[src/include/mul_defs.svh]
`ifndef MUL_DEFS_SVH
`define MUL_DEFS_SVH

//////////////////////////////////////////////////////////////////////
// Datapath widths
//////////////////////////////////////////////////////////////////////

`define XLEN 32

//////////////////////////////////////////////////////////////////////
// Core bookkeeping widths
//////////////////////////////////////////////////////////////////////

`define TAG_BITS 7
`define REG_BITS 5
`define SQN_BITS 7

// Accumulation stages between operand prep and result select
`define MUL_STAGES_DEFAULT 4

`endif

[src/hw/CoreTypesPkg.sv]
`default_nettype none

`include "mul_defs.svh"

package CoreTypesPkg;

    //////////////////////////////////////////////////////////////////////
    // Identifiers carried by every micro-op
    //////////////////////////////////////////////////////////////////////

    typedef logic [`TAG_BITS-1:0] Tag;   // Physical destination register
    typedef logic [`REG_BITS-1:0] RegNm; // Architectural destination register
    typedef logic [`SQN_BITS-1:0] SqN;   // Program order, wraps around

    // Report from the branch unit, valid for one cycle
    typedef struct packed {
        logic taken;
        SqN   sqN;
    } BranchProv;

    //////////////////////////////////////////////////////////////////////
    // Flush test
    //////////////////////////////////////////////////////////////////////

    // An item is dropped when it is younger than a mispredicted branch.
    // The signed difference keeps the order correct across wraparound
    function automatic logic isKilled(input BranchProv branch, input SqN sqN);
        SqN diff;
        diff = sqN - branch.sqN;
        return branch.taken && ($signed(diff) > 0);
    endfunction

endpackage

`default_nettype wire

[src/hw/MulPkg.sv]
`default_nettype none

`include "mul_defs.svh"

package MulPkg;

    typedef enum logic [1:0] {
        MUL_MUL,   // Low word, signs irrelevant
        MUL_MULH,  // High word, signed x signed
        MUL_MULSU, // High word, signed x unsigned
        MUL_MULU   // High word, unsigned x unsigned
    } MulOpcode;

    //////////////////////////////////////////////////////////////////////
    // Micro-ops at the unit boundary
    //////////////////////////////////////////////////////////////////////

    typedef struct packed {
        logic [`XLEN-1:0]   srcA;
        logic [`XLEN-1:0]   srcB;
        MulOpcode           opcode;
        CoreTypesPkg::Tag   tagDst;
        CoreTypesPkg::RegNm nmDst;
        CoreTypesPkg::SqN   sqN;
        logic [`XLEN-1:0]   pc;
        logic               valid;
    } ExUop;

    typedef struct packed {
        logic [`XLEN-1:0]   result;
        CoreTypesPkg::Tag   tagDst;
        CoreTypesPkg::RegNm nmDst;
        CoreTypesPkg::SqN   sqN;
        logic [`XLEN-1:0]   pc;
        logic               valid;
    } ResUop;

    //////////////////////////////////////////////////////////////////////
    // Pipeline register between stages
    //////////////////////////////////////////////////////////////////////

    typedef struct packed {
        logic [`XLEN-1:0]   srcA;   // Magnitude once prepped
        logic [`XLEN-1:0]   srcB;   // Magnitude once prepped
        logic [2*`XLEN-1:0] res;    // Running sum of partial products
        logic               invert; // Product must be negated at the end
        logic               high;   // Return the upper word
        CoreTypesPkg::Tag   tagDst;
        CoreTypesPkg::RegNm nmDst;
        CoreTypesPkg::SqN   sqN;
        logic [`XLEN-1:0]   pc;
        logic               valid;
    } MulStage;

endpackage

`default_nettype wire

[src/hw/MulOperandPrep.sv]
`timescale 1ns/1ps
`default_nettype none

`include "mul_defs.svh"

module MulOperandPrep (
    input  logic                    clk,
    input  logic                    rst,
    input  logic                    en,
    input  CoreTypesPkg::BranchProv branch,
    input  MulPkg::ExUop            issueUop,
    output MulPkg::MulStage         stageOut
);
    import CoreTypesPkg::*;
    import MulPkg::*;

    logic             accept;
    logic             signA;
    logic             signB;
    logic [`XLEN-1:0] magA;
    logic [`XLEN-1:0] magB;

    assign accept = en && issueUop.valid && !isKilled(branch, issueUop.sqN);

    //////////////////////////////////////////////////////////////////////
    // Sign handling per opcode
    //////////////////////////////////////////////////////////////////////

    always_comb begin
        signA = 1'b0;
        signB = 1'b0;
        case (issueUop.opcode)
            MUL_MULH: begin
                signA = issueUop.srcA[`XLEN-1];
                signB = issueUop.srcB[`XLEN-1];
            end
            MUL_MULSU: begin
                signA = issueUop.srcA[`XLEN-1]; // srcB stays unsigned
            end
            default: begin
                // MUL keeps raw bits since only the low word is returned
            end
        endcase
        magA = signA ? (~issueUop.srcA + 1'b1) : issueUop.srcA;
        magB = signB ? (~issueUop.srcB + 1'b1) : issueUop.srcB;
    end

    always_ff @(posedge clk) begin
        if (accept) begin
            stageOut.srcA   <= magA;
            stageOut.srcB   <= magB;
            stageOut.res    <= '0; // Accumulator starts empty
            stageOut.invert <= signA ^ signB;
            stageOut.high   <= (issueUop.opcode != MUL_MUL);
            stageOut.tagDst <= issueUop.tagDst;
            stageOut.nmDst  <= issueUop.nmDst;
            stageOut.sqN    <= issueUop.sqN;
            stageOut.pc     <= issueUop.pc;
        end
        if (!rst) begin
            stageOut.valid <= 1'b0;
        end else begin
            stageOut.valid <= accept;
        end
    end

endmodule

`default_nettype wire

[src/hw/MulPartialStage.sv]
`timescale 1ns/1ps
`default_nettype none

`include "mul_defs.svh"

module MulPartialStage #(
    parameter int STAGE_INDEX = 0,
    parameter int NUM_STAGES  = `MUL_STAGES_DEFAULT
) (
    input  logic                    clk,
    input  logic                    rst,
    input  CoreTypesPkg::BranchProv branch,
    input  MulPkg::MulStage         stageIn,
    output MulPkg::MulStage         stageOut
);
    import CoreTypesPkg::*;
    import MulPkg::*;

    localparam int SLICE_BITS = `XLEN / NUM_STAGES;
    localparam int OFFSET     = SLICE_BITS * STAGE_INDEX;

    logic               advance;
    logic [2*`XLEN-1:0] wideA;
    logic [2*`XLEN-1:0] partial;

    assign advance = stageIn.valid && !isKilled(branch, stageIn.sqN);

    // Zero extend so the product keeps all its upper bits
    assign wideA   = {{`XLEN{1'b0}}, stageIn.srcA};
    assign partial = (wideA * stageIn.srcB[OFFSET +: SLICE_BITS]) << OFFSET;

    always_ff @(posedge clk) begin
        if (stageIn.valid) begin
            stageOut     <= stageIn;
            stageOut.res <= stageIn.res + partial;
        end
        if (!rst) begin
            stageOut.valid <= 1'b0;
        end else begin
            stageOut.valid <= advance; // Younger than a taken branch drops out here
        end
    end

endmodule

`default_nettype wire

[src/hw/MulResultSelect.sv]
`timescale 1ns/1ps
`default_nettype none

`include "mul_defs.svh"

module MulResultSelect (
    input  logic                    clk,
    input  logic                    rst,
    input  CoreTypesPkg::BranchProv branch,
    input  MulPkg::MulStage         stageIn,
    output MulPkg::ResUop           resultUop
);
    import CoreTypesPkg::*;
    import MulPkg::*;

    logic             advance;
    logic [`XLEN-1:0] loWord;
    logic [`XLEN-1:0] hiWord;
    logic [`XLEN-1:0] hiNeg;
    logic [`XLEN-1:0] selected;

    assign advance = stageIn.valid && !isKilled(branch, stageIn.sqN);

    assign loWord = stageIn.res[`XLEN-1:0];
    assign hiWord = stageIn.res[2*`XLEN-1:`XLEN];

    // Upper half of the full 64-bit negation. The carry out of the lower
    // half only reaches it when the lower half is all zeros
    assign hiNeg = ~hiWord + {{(`XLEN-1){1'b0}}, (loWord == '0)};

    always_comb begin
        if (!stageIn.high) begin
            selected = loWord;
        end else if (stageIn.invert) begin
            selected = hiNeg;
        end else begin
            selected = hiWord;
        end
    end

    always_ff @(posedge clk) begin
        if (stageIn.valid) begin
            resultUop.result <= selected;
            resultUop.tagDst <= stageIn.tagDst;
            resultUop.nmDst  <= stageIn.nmDst;
            resultUop.sqN    <= stageIn.sqN;
            resultUop.pc     <= stageIn.pc;
        end
        if (!rst) begin
            resultUop.valid <= 1'b0;
        end else begin
            resultUop.valid <= advance;
        end
    end

endmodule

`default_nettype wire

[src/hw/MulUnit.sv]
`timescale 1ns/1ps
`default_nettype none

`include "mul_defs.svh"

module MulUnit #(
    parameter int NUM_STAGES = `MUL_STAGES_DEFAULT // 1, 2, 4 or 8
) (
    input  logic                    clk,
    input  logic                    rst,
    input  logic                    en,
    input  CoreTypesPkg::BranchProv branch,
    input  MulPkg::ExUop            issueUop,
    output MulPkg::ResUop           resultUop
);
    import MulPkg::*;

    // Entry k feeds partial stage k, the last one feeds result select
    MulStage stages [NUM_STAGES:0];

    //////////////////////////////////////////////////////////////////////
    // Pipeline
    //////////////////////////////////////////////////////////////////////

    MulOperandPrep prep_inst (
        .clk      (clk),
        .rst      (rst),
        .en       (en),
        .branch   (branch),
        .issueUop (issueUop),
        .stageOut (stages[0])
    );

    for (genvar k = 0; k < NUM_STAGES; k++) begin : genPartial
        MulPartialStage #(
            .STAGE_INDEX (k),
            .NUM_STAGES  (NUM_STAGES)
        ) partial_inst (
            .clk      (clk),
            .rst      (rst),
            .branch   (branch),
            .stageIn  (stages[k]),
            .stageOut (stages[k+1])
        );
    end

    MulResultSelect select_inst (
        .clk       (clk),
        .rst       (rst),
        .branch    (branch),
        .stageIn   (stages[NUM_STAGES]),
        .resultUop (resultUop)
    );

endmodule

`default_nettype wire

[config.mk]
export PLATFORM = sky130hd
export DESIGN_NAME = MulUnit
export DESIGN_NICKNAME = d
export VERILOG_FILES = /design/src/hw/CoreTypesPkg.sv /design/src/hw/MulPkg.sv /design/src/hw/MulOperandPrep.sv /design/src/hw/MulPartialStage.sv /design/src/hw/MulResultSelect.sv /design/src/hw/MulUnit.sv
export VERILOG_INCLUDE_DIRS = /design/src /design/src/include
export SDC_FILE = /design/constraint.sdc
export NUM_CORES = 2
export LEC_CHECK = 0
export BUFFER_PORTS_ARGS = -buffer_cell sky130_fd_sc_hd__buf_4
export CAP_MARGIN = 20
export CORE_UTILIZATION = 35
export DETAILED_ROUTE_END_ITERATION = 7
export SETUP_SLACK_MARGIN = 0.05
export SLEW_MARGIN = 0
export SYNTH_ARGS = -nofsm -noshare
export SYNTH_HDL_FRONTEND = slang
export SYNTH_SLANG_ARGS = --single-unit
[constraint.sdc]
create_clock -name clk -period 7.2 [get_ports clk]
set_input_delay 1.08 -clock clk [delete_from_list [all_inputs] [get_ports clk]]
set_output_delay 1.08 -clock clk [all_outputs]
set_load 0.02 [all_outputs]
==> flow_summary.ini <==
[grt]
grt_remaining_overflow = 0
grt_use_total = 0.185
antenna_found_initial = 13
grt_pass1_wl_um = 263000
grt_pass1_vias = 45400
grt_max_degree = 118

[routing]
drtPass1Iterations = 5
viasPerCell = 5.00
drc = 0
first_iter_violations = 2827
wl_um = 170000
routedWlPerCell_um = 19.4
routed-via-count = 43800
ant_nets = 0

[place]
gp_congestion = 0.935
dp_hpwl_um = 137000
portBuffers = 212

[timing]
slew_violations = 0
finClkSkew_ns = 0.0361
hold_viol_final = 0
post-route-min-period_ns = 7.06
max_clock_freq_mhz = 142
post-route-period-util = 0.981
rsz0062_at_grt = true
max_slew.worst_pin.slew_ns = 0.948
slew_headroom = 0.368
finalSetupViolations = 0

[setup_path]
r2r-start = genPartial[1].partial_inst.stageOut[136]
start_kind = register
cp-startpoint = genPartial[1].partial_inst.stageOut[136]
slowest_delay_ns = 0.52
required_ns = 7.62
cpMaxStageDelayCell = fa_1
critPathCapture = genPartial[2].partial_inst.stageOut[107]
r2r_slack_ns = 0.14
end_kind = register
worstReg2RegEnd = genPartial[2].partial_inst.stageOut[107]
crit_type = reg -> reg
cp_max_fo = 5
arrival_ns = 7.48
worstRegToRegCells = 32

[synthesis]
yosysUniqueCellTypes = 80
avgSynthCellArea_um2 = 11.1
yosysWarnings = 0
synth-seq-area-share = 0.363
async_flop_share = 0
synth-seq-cells = 772
syn-num-nets = 6995
syn_inst = 5741
synth_area_mm2 = 0.0637
ys.flop_type = edfxtp_1
synth_edf_count = 766

[floorplan]
rows = 156
initial_core_util = 0.352
fp.dieW_um = 429
die_area_mm2 = 0.184
io_pins = 213
die_y_um = 429
core_mm2 = 0.181

[run]
drv_cap = 0

[hold_path]
hold_path_class = reg -> reg

[clock_network]
cts_buffers = 82
insertion_delay_ns = 0.71
clk_path_buf_depth = 3
cts_tree = built
h-tree-depth = 3
cts.sinks = 772
path_clk_slew_ns = 0.06
root_buffer = clkbuf_16

[final_layout]
utilization = 0.414
drive_gt1_frac = 0.151
seq_area_mm2 = 0.0231
fillers = 17100
area_growth_syn_to_layout_pct = 17.4
fin_nets = 7561
multiInputGateArea_mm2 = 0.0382

[power]
ir_drop_mv = 0.535
p_total_w = 0.0271
pwr_density_cell_mw_per_mm2 = 363
power.leakage_nw = 31.7

[outcome]
outcome = complete, no violations
-- worst min path at each step --
stage,start,to,slack (ns),cells past startpoint
5_1_grt,genPartial[0].partial_inst.stageOut[134],genPartial[1].partial_inst.stageOut[134],0.42,0
2_1_floorplan,prep_inst.stageOut[10],genPartial[0].partial_inst.stageOut[10],0.40,0
4_1_cts,prep_inst.stageOut[135],genPartial[0].partial_inst.stageOut[135],0.40,0
3_5_place_dp,prep_inst.stageOut[145],genPartial[0].partial_inst.stageOut[145],0.40,0
6_report,prep_inst.stageOut[135],genPartial[0].partial_inst.stageOut[135],0.41,0
3_3_place_gp,genPartial[1].partial_inst.stageOut[14],genPartial[2].partial_inst.stageOut[14],0.40,0
-- Yosys cell counts, types with 11 or more instances --
library cell    n  share of area
and2_1        690          0.068
o311ai_0       11         0.0015
nor2_1        205          0.012
o21a_1         39         0.0046
or2_2          14         0.0014
ha_1          396          0.078
nand2_1       515          0.030
nand3_1        61         0.0048
o21bai_1       35         0.0041
edfxtp_1      766           0.36
a21boi_0       11         0.0013
clkbuf_1      136         0.0080
a21o_1        122          0.014
xnor2_1       190          0.026
a211oi_1       28         0.0033
inv_1         741          0.044
and3_1         36         0.0035
nor2b_1        34         0.0033
o21ai_0       152          0.012
or3_1          15         0.0015
a21oi_1       283          0.022
o31ai_1        19         0.0022
xor2_1        148          0.020
nand4_1        28         0.0028
nor4_1         28         0.0028
fa_1          729           0.23
nand2b_1       47         0.0046
o211ai_1       20         0.0024
a31oi_1        23         0.0023
nor3_1         50         0.0039
-- flip-flops by register name, indices dropped and copies added, names as in the netlist --
| signal | cells |
|---|---|
| genPartial.partial_inst.stageOut | 570 |
| prep_inst.stageOut | 118 |
| select_inst.resultUop | 84 |
-- report_power, final --
group	switching (W)	internal (W)
clock network	0.00190	0.00232
registers	0.000285	0.00588
logic	0.00927	0.00748
total	0.0114	0.0157
-- worst max-delay path: cells and delay by family (launching register included) --
kind                       cells  cell delay (ns)
AOI/OAI and AO/OA             15             2.20
xor gates and xnor gates       2             0.31
adders and majority gates      6             2.63
buffers and inverters          6             0.64
DFF                            1             0.40
and+or+nand+nor                3             0.57
-- cell families (layout without fill, tap and decap cells) --
| logic type | after synthesis | after routing | synth area share |
|---|---|---|---|
| AOI/OAI and AO/OA | 845 | 845 | 0.0852 |
| xor gates and xnor gates | 339 | 339 | 0.0467 |
| adders and majority gates | 1125 | 1125 | 0.307 |
| buffers and inverters | 885 | 1519 | 0.0522 |
| DFF | 772 | 772 | 0.363 |
| muxes | 11 | 11 | 0.00189 |
| other | 0 | 9 | 0 |
| and+or+nand+nor | 1764 | 1764 | 0.144 |
-- layer usage --
layer,part of all wire,up-vias,track usage
met5,0.00023,-,0
met2,0.47,1056,0.303
met1,0.44,22100,0.246
met4,0.041,6,0.0753
li1,-,20300,-
met3,0.044,273,0.0261
-- placed cells by master, fill, tap and decap left out, drive strengths merged, types with 36 or more instances in the layout --
cell type,count
o21ai,154
a21o,122
nand2,515
xor2,149
fa,729
nor3,50
clkbuf,94
buf,625
xnor2,190
and2,690
inv,754
and3,36
o21a,39
nor2,205
nand2b,47
nand3,61
edfxtp,766
ha,396
a21oi,285
-- through the flow --
| step | hold slack, ns | setup slack [ns] | cells | setup TNS (ns) | cell area (um2) |
|---|---|---|---|---|---|
| 2_1_floorplan | 0.400 | 0.0567 | 5741 | 0 | 63700 |
| 3_3_place_gp | 0.400 | -0.298 | 8524 | -2.45 | 70400 |
| 3_5_place_dp | 0.405 | -0.341 | 8524 | -2.86 | 70400 |
| 4_1_cts | 0.405 | 0.0414 | 8694 | 0 | 73500 |
| 5_1_grt | 0.416 | -0.197 | 8751 | -1.30 | 74700 |
| 6_report | 0.409 | 0.139 | 8754 | 0 | 74700 |
-- layout make-up --
cell class / instances / area share
timing repair buffer: 626 / 0.0661
inverter: 741 / 0.0372
multi-input combinational: 4084 / 0.511
antenna: 9 / 0.000301
clock buffer: 93 / 0.0280
sequential: 772 / 0.310
clock inverter: 59 / 0.00773
tap: 2370 / 0.0397
-- repair_timing --
item | in CTS | in global routing
gates resized for setup | 57 | 198
hold buffers | 0 | 0
buffers inserted | 18 | 50
cloned | 0 | 2
pin swaps | 29 | 169
setup endpoints to repair | 25 | 35
No activity file was read; power rests on OpenSTA's default activity.
